$ cat config.mk
export PLATFORM = sky130hd
export DESIGN_NAME = sd_fifo
export DESIGN_NICKNAME = d
export VERILOG_FILES = /design/src/sd_pkg.sv /design/src/sd_fifo.sv
export SDC_FILE = /design/constraint.sdc
export NUM_CORES = 2
export LEC_CHECK = 0
export BUFFER_PORTS_ARGS = -buffer_cell sky130_fd_sc_hd__buf_2
export CORE_MARGIN = 8
export CORE_UTILIZATION = 35
export DETAILED_ROUTE_END_ITERATION = 8
export GPL_TIMING_DRIVEN = 0
export SLEW_MARGIN = 20
export SYNTH_ARGS = -nofsm -noshare
export SYNTH_HDL_FRONTEND = slang
export SYNTH_SLANG_ARGS = --single-unit
export TNS_END_PERCENT = 50
$ cat constraint.sdc
create_clock -name sd_clk -period 4.9 [get_ports sd_clk]
set_clock_uncertainty 0.05 [all_clocks]
set_input_delay 0.49 -clock sd_clk [delete_from_list [all_inputs] [get_ports sd_clk]]
set_output_delay 0.49 -clock sd_clk [all_outputs]
set_load 0.01 [all_outputs]
$ cat src/sd_pkg.sv
/*
 * Shared definitions for the SD host DAT path
 * Widths, FIFO depth, Wishbone register map, DAT state encoding
 * and the structs passed between the register block and the PHY
 */
package sd_pkg;

   localparam int word_w       = 32;   // FIFO and bus word
   localparam int nib_per_word = 8;
   localparam int blk_sz_w     = 10;   // Byte count, up to 512
   localparam int blk_cnt_w    = 16;
   localparam int fifo_depth   = 128;  // One maximum block
   localparam int fifo_lvl_w   = 8;
   localparam int crc_nibbles  = 16;

   // Word addresses on the Wishbone side
   typedef enum logic [2:0] {
      reg_ctrl   = 3'd0,
      reg_blksz  = 3'd1,
      reg_blkcnt = 3'd2,
      reg_status = 3'd3,
      reg_data   = 3'd4
   } wb_adr_e;

   typedef enum logic [3:0] {
      idle,
      wr_wait_fifo,
      wr_start,
      wr_data,
      wr_crc,
      wr_end,
      wr_busy,
      rd_wait_start,
      rd_data,
      rd_crc,
      rd_end
   } dat_state_e;

   typedef struct packed {
      logic              cyc;
      logic              stb;
      logic              we;
      logic [2:0]        adr;
      logic [word_w-1:0] dat;
   } wb_req_t;

   typedef struct packed {
      logic              ack;
      logic [word_w-1:0] dat;
   } wb_rsp_t;

   typedef struct packed {
      logic [blk_sz_w-1:0]  blk_sz;
      logic [blk_cnt_w-1:0] blk_cnt;
   } xfer_cfg_t;

   // Last member is the LSB, so busy lands on status bit 0
   typedef struct packed {
      logic card_busy;
      logic overflow;
      logic crc_err;
      logic done;
      logic busy;
   } phys_stat_t;

endpackage

$ cat src/sd_fifo.sv
/*
 * Synchronous word FIFO, first word falls through
 * Circular buffer with level, full and empty
 */
module sd_fifo #(
   parameter int depth = sd_pkg::fifo_depth
) (
   input  logic                          sd_clk,
   input  logic                          rst_L,
   input  logic                          push,
   input  logic [sd_pkg::word_w-1:0]     wr_data,
   input  logic                          pop,
   output logic [sd_pkg::word_w-1:0]     rd_data,
   output logic [sd_pkg::fifo_lvl_w-1:0] level,
   output logic                          full,
   output logic                          empty
);
   import sd_pkg::*;

   logic [word_w-1:0]        mem [depth];
   logic [$clog2(depth)-1:0] wr_ptr;
   logic [$clog2(depth)-1:0] rd_ptr;
   logic                     do_push;
   logic                     do_pop;

   assign full    = (int'(level) == depth);
   assign empty   = (level == '0);
   assign do_push = push && !full;   // Push on full is dropped
   assign do_pop  = pop && !empty;
   assign rd_data = mem[rd_ptr];

   always_ff @(posedge sd_clk) begin
      if (do_push) mem[wr_ptr] <= wr_data;
   end

   always_ff @(posedge sd_clk) begin
      if (!rst_L) begin
         wr_ptr <= '0;
         rd_ptr <= '0;
         level  <= '0;
      end else begin
         if (do_push) wr_ptr <= (int'(wr_ptr) == depth - 1) ? '0 : wr_ptr + 1'b1;
         if (do_pop)  rd_ptr <= (int'(rd_ptr) == depth - 1) ? '0 : rd_ptr + 1'b1;
         case ({do_push, do_pop})
            2'b10:   level <= level + 1'b1;
            2'b01:   level <= level - 1'b1;
            default: level <= level;     // Both or neither
         endcase
      end
   end

endmodule

==> flow_summary.ini <==
[synthesis]
ys.flop_type = edfxtp_1
synth_edf_count = 4096
synth_top_area_share_pct = 78.5
synth_largest_area_cell = edfxtp_1
synth-seq-cells = 4125
syn_nets = 7263
syn_inst = 7222
avgSynthCellArea_um2 = 21.7
synth_area_leaders = edfxtp_1 79%, mux4_2 11%, mux2i_1 3.7%
yosysSeqAreaShare_pct = 78.9
yosysWarnings = 0
async_reset_ff_share_pct = 0
synth_most_common_cell = edfxtp_1
yosys-top-cells-count = 4096 x edfxtp_1, 768 x mux4_2, 577 x mux2i_1, 289 x a211oi_1, 256 x o22ai_1
syn_area_um2 = 157000
synth_cell_types = 50

[worst_setup_path]
crit_path_max_fanout = 10
slowest_delay_ns = 0.61
rr_startpoint = level[1]
r2r_end = mem[42][6]
critPathLaunchType = flop
crit_slowest_cell = nand4_1
reg2reg_slack_ns = 0.03
endpoint_kind = output pin
arrival_ns = 4.49
cp_cell_sequence = nor2b_2, clkbuf_8, buf_16, clkbuf_2, a211oi_1, nand2_1, nand4_1, a211oi_4, buf_2
crit_required_ns = 4.36
crit_type = flop to output pin
crit_family = simple AND/OR/NAND/NOR gates
reg2regPathDepth = 11
path_buf_inv = 4

[sta]
layout_setup_ws_ns = -0.135
setup_tns_ns = -0.402
max_freq_mhz = 199
rsz0062_at_grt = yes
worstMarginPinSlew_ns = 1.17
finalSetupViolCount = 8
slew_headroom_pct = 22.1
fin_crit_sh_pct = 103
hold_violations = 0
slew_violations = 0
fin_crit_ns = 5.03

[power_and_ir_drop]
power_w = 0.0803
p_leak_nw = 55.5
peakVddDrop_uv = 333
pwr-share-seq_pct = 48.6
switching_share_pct = 24.4
clockPowerShare_pct = 37.6
pwr-share-comb_pct = 13.8
p_int_w = 0.0607
power.density_nw_per_um2 = 435
power.switching_w = 0.0196

[place]
place_area_um2 = 170000
gp_congestion = 0.875
post-dp-hpwl_um = 301000
dpl.cell_count = 13406
numPortBuffers = 77
pre_cts_ws_ns = -1.20

[outcome]
outcome = finished, violations left
violations = negative setup slack

[die]
coreArea_um2 = 445000
initial_utilization_pct = 35.2
boundaryPins = 78
die_area_um2 = 469000
die_w_um = 685
rows = 245
die_h_um = 685

[layout]
syn2layout_area_growth_pct = 18.1
final_area_um2 = 185000
fin_cells = 14173
fin_nets = 7967
layout-drive-gt1-share_pct = 27.3

[detailed_routing]
drt_iter0_drc = 9489
vias = 77947
vias_per_cell = 5.50
drt-pass1-iter-count = 6
postRouteWirelength_um = 444000
drc = 0
wire_per_inst_um = 31.3
postRouteAntennaNets = 0

[min_path]
min_to = mem[95][20]
whs_path_depth = 1
hp-class = input port to flop
hp-start = wr_data[20]

[clock_tree]
cts.reportedPaths.clkPinSlew_ns = 0.07
h-tree-depth = 5
clock-sinks = 4125
clockBufferDepth = 4
cts_buffers = 392
cts_tree = built
clk_latency_ns = 0.93
cts_root_buf = clkbuf_16

[job]
drv_cap = 0

[global_route]
grt_usage_pct = 18.3
grt-ovfl-total = 0
antenna_found_initial = 21
grt_max_degree = 89
grt_pass1_wl_um = 614000
grt_pass1_vias = 78198
==> layout make-up <==
| cell class | count | area [µm²] |
|---|---|---|
| Clock buffer | 465 | 10300 |
| Tap cell | 5928 | 7420 |
| Inverter | 10 | 37.5 |
| Sequential cell | 4125 | 124000 |
| Multi-Input combinational cell | 2671 | 33200 |
| Fill cell | 38217 | 261000 |
| Clock inverter | 237 | 2300 |
| Timing Repair Buffer | 310 | 5380 |
| Buffer | 416 | 2590 |
| Antenna cell | 11 | 27.5 |
==> worst max-delay path by stage <==
stage	depth (start not counted)	endpoint	slack [ns]
final	9	rd_data[28]	-0.13
after global routing	11	mem[36][31]	-0.03
after CTS	11	rd_data[15]	-0.006
after detailed placement	11	rd_data[16]	-1.20
after global placement	9	rd_data[18]	-1.96
after floorplan	10	mem[108][0]	1.32
==> registers in the layout, summed over array words and instances, names as in the netlist, named ones only <==
| register | flops |
|---|---|
| wr_ptr | 7 |
| mem | 4096 |
| rd_ptr | 7 |
| level | 8 |
==> per-stage QoR <==
step / hold slack, ns / utilization, %
after floorplan: 0.418 / -
after global placement: 0.455 / 36.9
after detailed placement: 0.465 / 38.1
after CTS: 0.0170 / 41.5
after global routing: 0.0244 / 41.5
final: 0.0488 / 41.5
==> layout by cell type, fill, tap and decap left out, types with 17 or more instances in the layout <==
| cell | Yosys | routed |
|---|---|---|
| clkbuf_4 | 0 | 32 |
| o21ai_2 | 0 | 30 |
| dlygate4sd3_1 | 0 | 31 |
| buf_4 | 17 | 79 |
| clkbuf_16 | 0 | 404 |
| nand2_1 | 194 | 166 |
| bufinv_16 | 0 | 42 |
| clkbuf_2 | 0 | 54 |
| buf_16 | 0 | 95 |
| buf_8 | 0 | 22 |
| a211oi_2 | 1 | 52 |
| clkinv_2 | 0 | 74 |
| nand4_1 | 34 | 34 |
| mux2i_1 | 577 | 566 |
| o22ai_1 | 256 | 245 |
| a22oi_2 | 0 | 18 |
| dfxtp_1 | 29 | 26 |
| nand2_2 | 1 | 29 |
| mux4_2 | 768 | 768 |
| o21ai_0 | 75 | 17 |
| buf_2 | 180 | 169 |
| buf_12 | 0 | 88 |
| buf_6 | 3 | 30 |
| nor2_4 | 0 | 129 |
| a211oi_1 | 289 | 215 |
| edfxtp_1 | 4096 | 4096 |
| clkbuf_1 | 195 | 155 |
| a22oi_1 | 193 | 175 |
| nand3_1 | 42 | 33 |
| a211oi_4 | 0 | 23 |
| clkinv_1 | 0 | 92 |
==> power groups by stage <==
| stage | Combinational, W | Clock (W) | Sequential [W] |
|---|---|---|---|
| 2_1_floorplan | 0.00619 | 0 | 0.0398 |
| 3_3_place_gp | 0.0101 | 0 | 0.0399 |
| 3_5_place_dp | 0.0105 | 0 | 0.0398 |
| 4_1_cts | 0.0112 | 0.0305 | 0.0390 |
| 5_1_grt | 0.0116 | 0.0318 | 0.0390 |
| 6_report | 0.0111 | 0.0302 | 0.0390 |
==> metal layers <==
layer	GRT usage (%)	share of wire, %	up-vias
li1	-	-	31993
met1	24.3	39	41669
met2	29.3	47	3572
met3	4.21	9.0	705
met4	7.08	4.5	8
met5	0	0.013	-
==> timing repair <==
| action | in CTS | in global routing |
|---|---|---|
| setup endpoints to repair | 32 | 110 |
| resized for setup | 504 | 24 |
| setup buffers | 14 | 8 |
| pin swaps | 59 | 11 |
| gates cloned | 1 | 2 |
| endpoints found under the hold margin | 974 | 0 |
| hold buffers | 31 | 0 |
==> logic make-up (layout without fill, tap and decap cells) <==
logic type / count (synthesis) / count (layout) / share of synthesized area (%)
compound gates: 836 / 836 / 3.68
xor+xnor: 16 / 16 / 0.0895
fa+ha+maj: 5 / 5 / 0.0399
buf+inv: 428 / 1438 / 1.22
flops: 4125 / 4125 / 78.9
mux: 1346 / 1346 / 14.7
other cells: 0 / 11 / 0
simple gates: 466 / 468 / 1.31
Power figures use the tool's default switching activity.
