[src/sd_pkg.sv]
/*
 * Shared definitions for the SD host DAT path
 * Widths, FIFO depth, Wishbone register map, DAT state encoding
 * and the structs passed between the register block and the PHY
 */
package sd_pkg;

   localparam int word_w       = 32;   // FIFO and bus word
   localparam int nib_per_word = 8;
   localparam int blk_sz_w     = 10;   // Byte count, up to 512
   localparam int blk_cnt_w    = 16;
   localparam int fifo_depth   = 128;  // One maximum block
   localparam int fifo_lvl_w   = 8;
   localparam int crc_nibbles  = 16;

   // Word addresses on the Wishbone side
   typedef enum logic [2:0] {
      reg_ctrl   = 3'd0,
      reg_blksz  = 3'd1,
      reg_blkcnt = 3'd2,
      reg_status = 3'd3,
      reg_data   = 3'd4
   } wb_adr_e;

   typedef enum logic [3:0] {
      idle,
      wr_wait_fifo,
      wr_start,
      wr_data,
      wr_crc,
      wr_end,
      wr_busy,
      rd_wait_start,
      rd_data,
      rd_crc,
      rd_end
   } dat_state_e;

   typedef struct packed {
      logic              cyc;
      logic              stb;
      logic              we;
      logic [2:0]        adr;
      logic [word_w-1:0] dat;
   } wb_req_t;

   typedef struct packed {
      logic              ack;
      logic [word_w-1:0] dat;
   } wb_rsp_t;

   typedef struct packed {
      logic [blk_sz_w-1:0]  blk_sz;
      logic [blk_cnt_w-1:0] blk_cnt;
   } xfer_cfg_t;

   // Last member is the LSB, so busy lands on status bit 0
   typedef struct packed {
      logic card_busy;
      logic overflow;
      logic crc_err;
      logic done;
      logic busy;
   } phys_stat_t;

endpackage

[src/sd_wb_regs.sv]
/*
 * Wishbone classic register block
 * Control, block size, block count, status and the FIFO data port
 */
module sd_wb_regs (
   input  logic                      sd_clk,
   input  logic                      rst_L,
   input  sd_pkg::wb_req_t           wb_req,
   output sd_pkg::wb_rsp_t           wb_rsp,
   output sd_pkg::xfer_cfg_t         cfg,
   output logic                      start_wr,
   output logic                      start_rd,
   input  sd_pkg::phys_stat_t        stat,
   output logic                      tx_push,
   output logic [sd_pkg::word_w-1:0] tx_wdata,
   input  logic                      tx_full,
   output logic                      rx_pop,
   input  logic [sd_pkg::word_w-1:0] rx_rdata,
   input  logic                      rx_empty
);
   import sd_pkg::*;

   wb_adr_e           adr;
   logic              req_q;      // Request seen last cycle
   logic              new_req;
   logic              wr_acc;
   logic              rd_acc;
   logic              ack_q;
   logic [word_w-1:0] rdat_q;
   logic [word_w-1:0] rd_mux;

   assign adr     = wb_adr_e'(wb_req.adr);
   assign new_req = wb_req.cyc && wb_req.stb && !req_q;
   assign wr_acc  = new_req && wb_req.we;
   assign rd_acc  = new_req && !wb_req.we;
   assign wb_rsp  = '{ack: ack_q, dat: rdat_q};

   always_comb begin
      case (adr)
         reg_blksz:  rd_mux = word_w'(cfg.blk_sz);
         reg_blkcnt: rd_mux = word_w'(cfg.blk_cnt);
         reg_status: rd_mux = word_w'(stat);
         reg_data:   rd_mux = rx_empty ? '0 : rx_rdata;
         default:    rd_mux = '0;                     // Ctrl and holes
      endcase
   end

   ////////////////////////////////////////////////////////////////////////////
   // Control registers and one-cycle pulses, all land in the ack cycle

   always_ff @(posedge sd_clk) begin
      if (!rst_L) begin
         req_q    <= 1'b0;
         ack_q    <= 1'b0;
         start_wr <= 1'b0;
         start_rd <= 1'b0;
         tx_push  <= 1'b0;
         rx_pop   <= 1'b0;
         cfg      <= '0;
      end else begin
         req_q    <= wb_req.cyc && wb_req.stb;  // No new ack until stb drops
         ack_q    <= new_req;
         start_wr <= wr_acc && adr == reg_ctrl && wb_req.dat[1:0] == 2'b01 && !stat.busy;
         start_rd <= wr_acc && adr == reg_ctrl && wb_req.dat[1:0] == 2'b10 && !stat.busy;
         tx_push  <= wr_acc && adr == reg_data && !tx_full;
         rx_pop   <= rd_acc && adr == reg_data && !rx_empty;
         if (wr_acc && adr == reg_blksz)  cfg.blk_sz  <= wb_req.dat[blk_sz_w-1:0];
         if (wr_acc && adr == reg_blkcnt) cfg.blk_cnt <= wb_req.dat[blk_cnt_w-1:0];
      end
   end

   always_ff @(posedge sd_clk) begin
      if (new_req) rdat_q <= rd_mux;
      if (wr_acc) tx_wdata <= wb_req.dat;
   end

endmodule

[config.mk]
export PLATFORM = sky130hd
export DESIGN_NAME = sd_wb_regs
export DESIGN_NICKNAME = d
export VERILOG_FILES = /design/src/sd_pkg.sv /design/src/sd_wb_regs.sv
export SDC_FILE = /design/constraint.sdc
export NUM_CORES = 1
export LEC_CHECK = 0
export BUFFER_PORTS_ARGS = -buffer_cell sky130_fd_sc_hd__buf_4
export CAP_MARGIN = 20
export CORE_ASPECT_RATIO = 1.2
export CORE_MARGIN = 1.5
export CORE_UTILIZATION = 41
export DETAILED_ROUTE_END_ITERATION = 16
export GPL_ROUTABILITY_DRIVEN = 0
export GPL_TIMING_DRIVEN = 0
export PLACE_DENSITY = 0.75
export SLEW_MARGIN = 20
export SYNTH_ARGS = -nofsm -noshare
export SYNTH_HDL_FRONTEND = slang
export SYNTH_SLANG_ARGS = --single-unit
[constraint.sdc]
create_clock -name sd_clk -period 2.3 [get_ports sd_clk]
set_clock_uncertainty 0.1 [all_clocks]
set_input_delay 0.115 -clock sd_clk [delete_from_list [all_inputs] [get_ports sd_clk]]
set_output_delay 0.115 -clock sd_clk [all_outputs]
set_load 0.005 [all_outputs]
==> results.json <==
{
  "slowest_stage": "dlygate4sd3_1",
  "dp.cells": 541,
  "dp_hpwl_mm": 6.86,
  "power_density_nw_per_um2": 569,
  "cts.sinks": 96,
  "cap_violations": 0,
  "status": "finished, final reports clean",
  "antenna_left": 0,
  "cp_max_fo": 26,
  "netlist_top_cells_area": "edfxtp_1 (53%), dfxtp_1 (18%), mux2i_1 (7.2%)",
  "period_minus_slack_ns": 2.19,
  "start_util_pct": 42.3,
  "period_share_pct": 95.1,
  "cpPeakStageDelay_ns": 0.59,
  "slew_headroom_pct": 53.8,
  "syn-num-nets": 331,
  "grt-ovfl-total": 0,
  "ys_top_cells_by_count": "edfxtp_1 (64), nand2_1 (49), dfxtp_1 (32)",
  "grt_use_total_pct": 22.0,
  "drc": 0,
  "drt_iter0_drc": 129,
  "cts_tree": "built",
  "clockBufferDepth": 2,
  "synth.cell_area_um2": 3640,
  "crit_top_cell": "dlygate4sd3_1",
  "grt_pass1_vias": 3074,
  "hp-start": "rst_L",
  "path_class": "in2reg",
  "totalPowerFinal_mw": 3.41,
  "timing.fmax_ghz": 0.457,
  "worstSkewPairLatency_ns": 0.35,
  "muxShareOfSynthArea_pct": 8.70,
  "syn_to_final_growth_pct": 64.7,
  "ys_async_sr_fraction_pct": 0,
  "rsz0062_at_grt": "false",
  "die_area_um2": 9450,
  "worstHoldEndpoint": "cfg[9]",
  "synth_xor_area_share_pct": 0,
  "final_nets": 584,
  "ys_types": 30,
  "clkSlewWorstSetupHoldPaths_ns": 0.09,
  "routedWlPerCell_um": 16.7,
  "h-tree-depth": 3,
  "endpoint_kind": "register",
  "grt_pass1_wl_mm": 15.4,
  "synth_compound_area_share_pct": 4.54,
  "syn_inst": 252,
  "ys.flop_type": "edfxtp_1",
  "rr_worst_depth": 5,
  "via_per_inst": 4.82,
  "rows": 37,
  "hp-class": "in2reg",
  "p_leak_nw": 2.55,
  "whs_path_depth": 3,
  "yosys.area.top_type": "edfxtp_1",
  "avgSynthCellArea_um2": 14.4,
  "reg2reg_to": "tx_push",
  "port_buffers": 171,
  "required_ns": 2.50,
  "cp.buffers_inverters": 4,
  "wl_mm": 10.5,
  "worstReg2RegStart": "req_q",
  "synth.top_cell.area_share_pct": 52.8,
  "coreArea_um2": 8610,
  "vdd_drop_max_v": 0.000378,
  "cpLargestDelayFamily": "buffers and inverters",
  "fin_cells": 627,
  "yosysSeqAreaShare_pct": 70.4,
  "die_x_um": 89.0,
  "synthAdderAreaFrac_pct": 0,
  "yosysMostFrequentCell": "edfxtp_1",
  "synth_top_family_by_area": "simple AND/OR/NAND/NOR gates",
  "cp-start-kind": "input port",
  "postCtsSetupRepairBufs": 0,
  "grt_max_degree": 33,
  "antennaDiodeCount": 0,
  "finalHoldViolations": 0,
  "crit_arrival_ns": 2.38,
  "path_cells": "dlygate4sd3_1 > buf_4 > and3b_2 > buf_12 > nand2_1 > nor4b_1 > dlygate4sd3_1",
  "antenna_found_initial": 0,
  "numCtsBuffers": 9,
  "yosysWarnings": 0,
  "clk_root_buffer_cell": "clkbuf_8",
  "synthSimpleGateAreaFrac_pct": 12.3,
  "finalSetupViolations": 0,
  "synth_edf_count": 64,
  "drive_gt1_share_pct": 41.4,
  "pin_count": 174,
  "tightest_slew_ns": 0.692,
  "ff2ff_setup_slack_ns": 0.15,
  "vias": 3021,
  "die_h_um": 106,
  "synth_seq_cells": 96,
  "drv_slew": 0,
  "first_pass_iters": 5
}
state kept, by name, indices dropped and copies added, names as in the netlist:
name	cells
start_wr	1
req_q	1
ack_q	1
cfg	26
rx_pop	1
start_rd	1
tx_wdata	32
tx_push	1
rdat_q	32
worst min-delay path: stages:
cell and delay (ns):
buf_2 0.16, nand2_1 0.10, mux2i_1 0.06
cell type report:
cell class              count  area (um^2)
flip-flops and latches     96         2560
multi-input cells         133          930
well taps                 117          146
clock inverters             6         75.1
plain buffers              16          123
repair buffers            242         2000
fillers                   617         2620
clock buffers              10          128
inverters                   7         26.3
logic make-up (layout without fill, tap and decap cells):
group	Yosys count	in the layout
buf+inv	23	281
flops	96	96
simple gates	81	81
mux	31	31
compound gates	21	21
where the power goes:
part / switching [mW] / total, mW / internal, mW
clock network: 0.613 / 1.14 / 0.523
registers: 0.0128 / 1.89 / 1.88
logic: 0.145 / 0.382 / 0.236
through the flow:
stage | instance area [um^2] | setup WS [ns] | TNS [ns] | utilization, % | hold WS, ns
floorplan | 3640 | 0.167 | 0 | - | 0.0917
global placement | 5070 | -0.284 | -4.76 | 58.9 | 0.180
detailed placement | 5090 | 0.645 | 0 | 59.1 | 0.194
CTS | 5990 | 0.183 | 0 | 69.6 | 0.0154
global route | 5990 | 0.0266 | 0 | 69.6 | 0.0155
finish | 5990 | 0.112 | 0 | 69.6 | 0.0316
timing repair:
| item | 4_1_cts | 5_1_grt |
|---|---|---|
| hold endpoints to repair | 95 | 0 |
| resized for setup | 0 | 0 |
| hold buffers | 70 | 0 |
cell usage in the layout (no fill, tap or decap), types with 2 or more instances in the layout:
| cell type | instances |
|---|---|
| nand2_1 | 49 |
| buf_2 | 4 |
| edfxtp_1 | 64 |
| a222oi_1 | 5 |
| buf_6 | 3 |
| inv_6 | 3 |
| clkbuf_1 | 6 |
| mux2_2 | 5 |
| inv_1 | 6 |
| buf_12 | 2 |
| and3_1 | 2 |
| mux2i_1 | 26 |
| dfxtp_1 | 32 |
| dlygate4sd3_1 | 70 |
| a22o_1 | 6 |
| and3b_1 | 2 |
| buf_4 | 173 |
| a22oi_1 | 5 |
| o21ai_0 | 5 |
| clkbuf_8 | 9 |
| and2_1 | 16 |
worst max path at each step:
stage,from,end,slack [ns],cells past startpoint
2_1_floorplan,req_q,cfg[5],0.17,5
3_3_place_gp,req_q,cfg[7],-0.28,5
3_5_place_dp,req_q,cfg[8],0.65,5
4_1_cts,wb_req[36],tx_push,0.18,7
5_1_grt,wb_req[36],tx_push,0.03,7
6_report,wb_req[36],tx_push,0.11,7
per-layer routing:
| metal | vias to the layer above | part of all wire (%) | global-route usage (%) | routed length [um] |
|---|---|---|---|---|
| li1 | 1417 | - | - | - |
| met1 | 1443 | 38 | 25.4 | 3970 |
| met2 | 148 | 54 | 40.0 | 5630 |
| met3 | 13 | 6.5 | 4.27 | 682 |
| met4 | 0 | 1.6 | 7.47 | 166 |
| met5 | - | 0 | 0 | 0 |
(Power assumes the default switching activity.)
