File: src/sd_pkg.sv
/*
 * Shared definitions for the SD host DAT path
 * Widths, FIFO depth, Wishbone register map, DAT state encoding
 * and the structs passed between the register block and the PHY
 */
package sd_pkg;

   localparam int word_w       = 32;   // FIFO and bus word
   localparam int nib_per_word = 8;
   localparam int blk_sz_w     = 10;   // Byte count, up to 512
   localparam int blk_cnt_w    = 16;
   localparam int fifo_depth   = 128;  // One maximum block
   localparam int fifo_lvl_w   = 8;
   localparam int crc_nibbles  = 16;

   // Word addresses on the Wishbone side
   typedef enum logic [2:0] {
      reg_ctrl   = 3'd0,
      reg_blksz  = 3'd1,
      reg_blkcnt = 3'd2,
      reg_status = 3'd3,
      reg_data   = 3'd4
   } wb_adr_e;

   typedef enum logic [3:0] {
      idle,
      wr_wait_fifo,
      wr_start,
      wr_data,
      wr_crc,
      wr_end,
      wr_busy,
      rd_wait_start,
      rd_data,
      rd_crc,
      rd_end
   } dat_state_e;

   typedef struct packed {
      logic              cyc;
      logic              stb;
      logic              we;
      logic [2:0]        adr;
      logic [word_w-1:0] dat;
   } wb_req_t;

   typedef struct packed {
      logic              ack;
      logic [word_w-1:0] dat;
   } wb_rsp_t;

   typedef struct packed {
      logic [blk_sz_w-1:0]  blk_sz;
      logic [blk_cnt_w-1:0] blk_cnt;
   } xfer_cfg_t;

   // Last member is the LSB, so busy lands on status bit 0
   typedef struct packed {
      logic card_busy;
      logic overflow;
      logic crc_err;
      logic done;
      logic busy;
   } phys_stat_t;

endpackage

File: src/sd_crc16.sv
/*
 * CRC-16 CCITT for the four DAT lines
 * One 16-bit register per line, x^16+x^12+x^5+1, seed 0
 */
module sd_crc16 (
   input  logic        sd_clk,
   input  logic        rst_L,
   input  logic        clear,
   input  logic        en,
   input  logic [3:0]  din,
   output logic [63:0] crc       // Line k in bits 16k+15:16k
);

   always_ff @(posedge sd_clk) begin
      if (!rst_L || clear) begin
         crc <= '0;
      end else if (en) begin
         for (int k = 0; k < 4; k++) begin
            // Feedback is the incoming bit against the register MSB
            crc[16*k +: 16] <= {crc[16*k +: 15], 1'b0} ^
                               ((din[k] ^ crc[16*k+15]) ? 16'h1021 : 16'h0000);
         end
      end
   end

endmodule

File: src/sd_dat_phys.sv
/*
 * DAT line physical layer, 4-bit bus
 * Block write with CRC and card busy wait, block read with CRC check
 */
module sd_dat_phys (
   input  logic                          sd_clk,
   input  logic                          rst_L,
   input  logic                          start_wr,
   input  logic                          start_rd,
   input  sd_pkg::xfer_cfg_t             cfg,
   output sd_pkg::phys_stat_t            stat,
   input  logic [sd_pkg::word_w-1:0]     tx_data,
   input  logic [sd_pkg::fifo_lvl_w-1:0] tx_level,
   output logic                          tx_pop,
   output logic [sd_pkg::word_w-1:0]     rx_data,
   output logic                          rx_push,
   input  logic                          rx_full,
   input  logic [3:0]                    dat_in,
   output logic [3:0]                    dat_out,
   output logic                          dat_oe
);
   import sd_pkg::*;

   dat_state_e                      state;
   logic [$clog2(nib_per_word)-1:0] nib_off;
   logic [blk_sz_w-1:0]             byte_rem;
   logic [blk_cnt_w-1:0]            blk_rem;
   logic [3:0]                      crc_cnt;
   logic [word_w-1:0]               shreg;
   logic                            word_rdy;  // Read word complete, push now
   logic                            done;
   logic                            crc_err;
   logic                            overflow;

   logic        lvl_ok;
   logic        wr_load;
   logic        word_end;
   logic        last_word;
   logic        crc_clr;
   logic        crc_en;
   logic [3:0]  crc_din;
   logic [3:0]  crc_nib;
   logic [63:0] crc_all;

   ////////////////////////////////////////////////////////////////////////////
   // Datapath decode

   always_comb begin
      lvl_ok    = (tx_level >= cfg.blk_sz[blk_sz_w-1:2]);  // Whole block ready
      wr_load   = (state == wr_start) || (state == wr_data && byte_rem != '0);
      word_end  = (nib_off == 3'(nib_per_word - 1));
      last_word = (byte_rem == blk_sz_w'(4));
      tx_pop    = (state == wr_wait_fifo && lvl_ok) || (wr_load && word_end && !last_word);
      crc_clr   = (state == wr_wait_fifo && lvl_ok) ||
                  (state == rd_wait_start && dat_in == 4'h0);
      crc_en    = wr_load || (state == rd_data);
      crc_din   = (state == rd_data) ? dat_in : shreg[word_w-1 -: 4];
      for (int k = 0; k < 4; k++) begin
         crc_nib[k] = crc_all[16*k + 15 - int'(crc_cnt)];  // MSB first per line
      end
   end

   always_comb begin
      stat.busy      = (state != idle);
      stat.done      = done;
      stat.crc_err   = crc_err;
      stat.overflow  = overflow;
      stat.card_busy = (state == wr_busy) && !dat_in[0];
   end

   assign rx_data = shreg;     // Holds the finished word in the push cycle
   assign rx_push = word_rdy;

   sd_crc16 crc16 (
      .sd_clk (sd_clk),
      .rst_L  (rst_L),
      .clear  (crc_clr),
      .en     (crc_en),
      .din    (crc_din),
      .crc    (crc_all)
   );

   always_ff @(posedge sd_clk) begin
      if (tx_pop) shreg <= tx_data;
      else if (wr_load) shreg <= {shreg[word_w-5:0], 4'h0};
      else if (state == rd_data) shreg <= {shreg[word_w-5:0], dat_in};
   end

   ////////////////////////////////////////////////////////////////////////////
   // State machine, state names what is currently on the lines

   always_ff @(posedge sd_clk) begin
      if (!rst_L) begin
         state    <= idle;
         nib_off  <= '0;
         byte_rem <= '0;
         blk_rem  <= '0;
         crc_cnt  <= '0;
         word_rdy <= 1'b0;
         done     <= 1'b0;
         crc_err  <= 1'b0;
         overflow <= 1'b0;
         dat_out  <= '0;
         dat_oe   <= 1'b0;
      end else begin
         word_rdy <= 1'b0;
         if (word_rdy && rx_full) overflow <= 1'b1;  // FIFO drops this word
         case (state)
            idle: begin
               if (start_wr || start_rd) begin
                  blk_rem  <= cfg.blk_cnt;
                  done     <= 1'b0;
                  crc_err  <= 1'b0;
                  overflow <= 1'b0;
                  state    <= start_wr ? wr_wait_fifo : rd_wait_start;
               end
            end
            wr_wait_fifo: begin
               if (lvl_ok) begin
                  dat_out  <= 4'h0;          // Start nibble
                  dat_oe   <= 1'b1;
                  nib_off  <= '0;
                  byte_rem <= cfg.blk_sz;
                  crc_cnt  <= '0;
                  state    <= wr_start;
               end
            end
            wr_start, wr_data: begin
               if (wr_load) begin
                  dat_out <= shreg[word_w-1 -: 4];
                  state   <= wr_data;
                  if (word_end) begin
                     nib_off  <= '0;
                     byte_rem <= byte_rem - blk_sz_w'(4);
                  end else begin
                     nib_off <= nib_off + 1'b1;
                  end
               end else begin
                  dat_out <= crc_nib;        // First CRC nibble
                  crc_cnt <= crc_cnt + 1'b1;
                  state   <= wr_crc;
               end
            end
            wr_crc: begin
               // Counter wraps to 0 once all 16 nibbles are out
               if (crc_cnt == '0) begin
                  dat_out <= 4'hF;
                  state   <= wr_end;
               end else begin
                  dat_out <= crc_nib;
                  crc_cnt <= crc_cnt + 1'b1;
               end
            end
            wr_end: begin
               dat_out <= 4'h0;
               dat_oe  <= 1'b0;
               state   <= wr_busy;
            end
            wr_busy: begin
               // First cycle always waits, gives the card time to pull DAT0
               if (crc_cnt == '0) begin
                  crc_cnt <= 4'd1;
               end else if (dat_in[0]) begin
                  blk_rem <= blk_rem - 1'b1;
                  if (blk_rem == blk_cnt_w'(1)) begin
                     done  <= 1'b1;
                     state <= idle;
                  end else begin
                     state <= wr_wait_fifo;
                  end
               end
            end
            rd_wait_start: begin
               if (dat_in == 4'h0) begin
                  nib_off  <= '0;
                  byte_rem <= cfg.blk_sz;
                  crc_cnt  <= '0;
                  state    <= rd_data;
               end
            end
            rd_data: begin
               if (word_end) begin
                  nib_off  <= '0;
                  word_rdy <= 1'b1;
                  byte_rem <= byte_rem - blk_sz_w'(4);
                  if (last_word) state <= rd_crc;
               end else begin
                  nib_off <= nib_off + 1'b1;
               end
            end
            rd_crc: begin
               if (dat_in != crc_nib) crc_err <= 1'b1;
               crc_cnt <= crc_cnt + 1'b1;
               if (crc_cnt == 4'(crc_nibbles - 1)) state <= rd_end;
            end
            rd_end: begin
               if (dat_in != 4'hF) crc_err <= 1'b1;   // Bad end nibble
               blk_rem <= blk_rem - 1'b1;
               if (blk_rem == blk_cnt_w'(1)) begin
                  done  <= 1'b1;
                  state <= idle;
               end else begin
                  state <= rd_wait_start;
               end
            end
            default: state <= idle;
         endcase
      end
   end

endmodule

File: config.mk
export PLATFORM = sky130hd
export DESIGN_NAME = sd_dat_phys
export DESIGN_NICKNAME = d
export VERILOG_FILES = /design/src/sd_pkg.sv /design/src/sd_crc16.sv /design/src/sd_dat_phys.sv
export SDC_FILE = /design/constraint.sdc
export NUM_CORES = 1
export LEC_CHECK = 0
export BUFFER_PORTS_ARGS = -buffer_cell sky130_fd_sc_hd__clkbuf_2
export CAP_MARGIN = 20
export CORE_MARGIN = 3
export CORE_UTILIZATION = 40
export CTS_BUF_LIST = sky130_fd_sc_hd__clkbuf_8
export DETAILED_ROUTE_END_ITERATION = 10
export SKIP_CTS_REPAIR_TIMING = 1
export SLEW_MARGIN = 10
export SYNTH_ARGS = -nofsm -noshare
export SYNTH_HDL_FRONTEND = slang
export SYNTH_HIERARCHICAL = 1
export SYNTH_SLANG_ARGS = --single-unit
export TNS_END_PERCENT = 50
File: constraint.sdc
create_clock -name sd_clk -period 3.2 [get_ports sd_clk]
set_input_delay 0.32 -clock sd_clk [delete_from_list [all_inputs] [get_ports sd_clk]]
set_output_delay 0.32 -clock sd_clk [all_outputs]
set_load 0.02 [all_outputs]
==> flow_summary.toml <==
[timing]
fin_crit_ns = 3.069
finalSetupViolCount = 0
hold_viol = 0
tns_ns = 0
fin_skew_ns = 0.01140
rsz0062_at_grt = "no"
worst_slew_pin_slew_ns = 0.9323
fin_crit_sh_pct = 95.89
slew_violations = 0
relSlewSlack_pct = 37.78
timing.fmax_ghz = 0.3259
layout_setup_ws_ns = 0.1314

[clocking]
cts_tree = "built"
cts_buffer_depth = 2
numCtsBuffers = 17
cts_root_buffer = "clkbuf_8"
htree_levels = 4
clkTransAtPathRegs_ns = 0.08
clock_latency_ns = 0.46
clock_sinks = 142

[drt]
ant_nets = 0
wl_per_cell_um = 16.15
drt-initial-drc-count = 347
drc_errors = 0
viasPerCell = 5.367
dr.pass1.iters = 6
vias = 6290
wl_um = 18930

[critical_path]
cp.required_ns = 2.88
start_kind = "flop"
critPathKind = "reg2out"
end_kind = "primary output"
crit_arrival_ns = 2.75
crit_family = "simple AND/OR/NAND/NOR gates"
cp_slowest_cell = "or3b_4"
max_stage_delay_ns = 0.42
crit_fanout = 37
cp_cell_sequence = "inv_1 > ha_2 > or3b_4 > nor4b_4 > a21oi_4 > a32o_1 > buf_12 > clkbuf_2"
crit_buf_inv = 3

[cells_and_area]
n_fill_cell = 1895
fin_util_pct = 47.14
design_area_um2 = 8906
drive_above_1_share_pct = 25.77
area.growth.synth_to_final_pct = 14.94
diodes = 0
finish.net_count = 990

[floorplan]
num_rows = 50
dieWidth_um = 145.2
pin_count = 119
die_h_um = 145.2
die_area_um2 = 21080
coreArea_um2 = 18890
start_util_pct = 41.01

[yosys]
synth_top_family_by_area = "simple AND/OR/NAND/NOR gates"
synth.yosys.warnings = 6
synth_edf_count = 32
synth_simple_gate_area_share_pct = 17.62
synth_area_leaders = "dfxtp_1, edfxtp_1, mux2i_1, nor2_1, mux4_2"
async_flop_share_pct = 0
synth_xor_area_share_pct = 1.808
synth_cell_types = 72
synth_fa_ha_area_share_pct = 2.584
yosys.area.top_type = "dfxtp_1"
yosysSeqAreaShare_pct = 40.82
synth_compound_gate_area_share_pct = 13.84
synth.top_cell.area_share_pct = 28.42
ys_seq_elements = 142
syn_inst = 802
synth_area_um2 = 7749
synth_ff_type = "dfxtp_1"
synthMuxAreaShare_pct = 17.44
avgSynthCellArea_um2 = 9.662
syn_nets = 893

[place]
portBuffers = 118
dp_slack_ns = 0.4897
gp_congestion = 0.8441
placed_area_um2 = 8478
hpwl_um = 13330

[worst_hold_path]
worstHoldPathType = "in2reg"

[power]
max-vdd-ir-drop_uv = 448.5
p_leak_uw = 0.003501
cellPowerDensity_nw_per_um2 = 841.8
power.total_uw = 7497

[grt]
grt_pass1_wl_um = 31250
grt_max_degree = 57
grt_usage_pct = 18.04
grt_pass1_vias = 5987
grt-ovfl-total = 0
antenna_found_initial = 0

[flow_run]
timing.max_cap.violations = 0

[run_status]
status = "finished, final reports clean"
[Yosys cell counts, drive strengths merged, types with 6 or more instances]
master,instances
nor2,111
clkbuf,26
o31ai,7
nor3,19
buf,34
ha,16
nand2b,9
nand3b,10
nand4,13
inv,23
mux2,32
o211ai,10
edfxtp,32
o21ai,38
o21a,6
mux2i,63
a211oi,11
nor2b,10
a22oi,8
mux4,16
a21oi,40
xnor2,8
nand2,44
nand4b,9
xor2,8
nand3,19
dfxtp,110
a31oi,8
[power breakdown]
part / internal (uW) / switching [uW]
clock network: 715 / 782
logic: 1310 / 2040
registers: 2350 / 300
total: 4380 / 3120
[cell families (layout without fill, tap and decap cells)]
family / after synthesis / after routing
fa+ha+maj: 16 / 16
mux: 111 / 111
buf+inv: 84 / 194
flops: 142 / 142
simple gates: 273 / 273
compound gates: 160 / 160
xor+xnor: 16 / 16
[registers in the layout, summed over array words and instances (netlist names), 3 cells and up]
register and flops:
crc16/crc 64, rx_data 32, blk_rem 16, byte_rem 10
crc_cnt 4, dat_out 4, state 4, nib_off 3
[worst register-to-register path: cells and delay by family, from the launching register on]
family | cells | cell delay (ns)
buffers and inverters | 2 | 0.30
adders and majority gates | 1 | 0.21
DFF | 1 | 0.36
muxes | 1 | 0.34
and+or+nand+nor | 2 | 0.73
AOI/OAI and AO/OA | 2 | 0.50
[per-layer routing]
| layer | track usage (%) | part of all wire (%) | vias up |
|---|---|---|---|
| met5 | 0 | 0 | - |
| li1 | - | - | 3129 |
| met2 | 29.13 | 48 | 134 |
| met1 | 24.22 | 46 | 3007 |
| met3 | 4.403 | 4.5 | 20 |
| met4 | 5.081 | 1.4 | 0 |
[layout by cell type, fill, tap and decap left out, types with 22 or more instances in the layout]
master and n:
clkbuf_2 118, nor2_1 111, dfxtp_1 110, mux2i_1 63, nand2_1 44, a21oi_1 39, o21ai_0 35, edfxtp_1 32
mux2_2 31, inv_1 22
[path summary, 6_finish.rpt]
kind	startpoint	endpoint	slack (ns)	depth (start not counted)
min reg2reg	blk_rem[4]	blk_rem[4]	0.49	2
max reg2reg	byte_rem[2]	rx_data[30]	0.51	8
max	byte_rem[2]	tx_pop	0.13	8
min	cfg[16]	byte_rem[0]	0.09	3
[final cells by class]
type | count | area, um^2 | share of cell area [%]
inverter | 23 | 86.33 | 0.9694
clock buffer | 17 | 234.0 | 2.627
timing repair buffer | 139 | 780.7 | 8.767
tap | 260 | 325.3 | 3.653
multi-input combinational | 576 | 4148 | 46.57
clock inverter | 15 | 168.9 | 1.897
sequential | 142 | 3163 | 35.52
[stage by stage]
| stage | hold WS [ns] | std cells |
|---|---|---|
| floorplan | 0.4380 | 802 |
| global placement | 0.4562 | 1139 |
| detailed placement | 0.4701 | 1139 |
| CTS | 0.06505 | 1171 |
| global route | 0.1082 | 1172 |
| finish | 0.09318 | 1172 |
(Power assumes the default switching activity.)
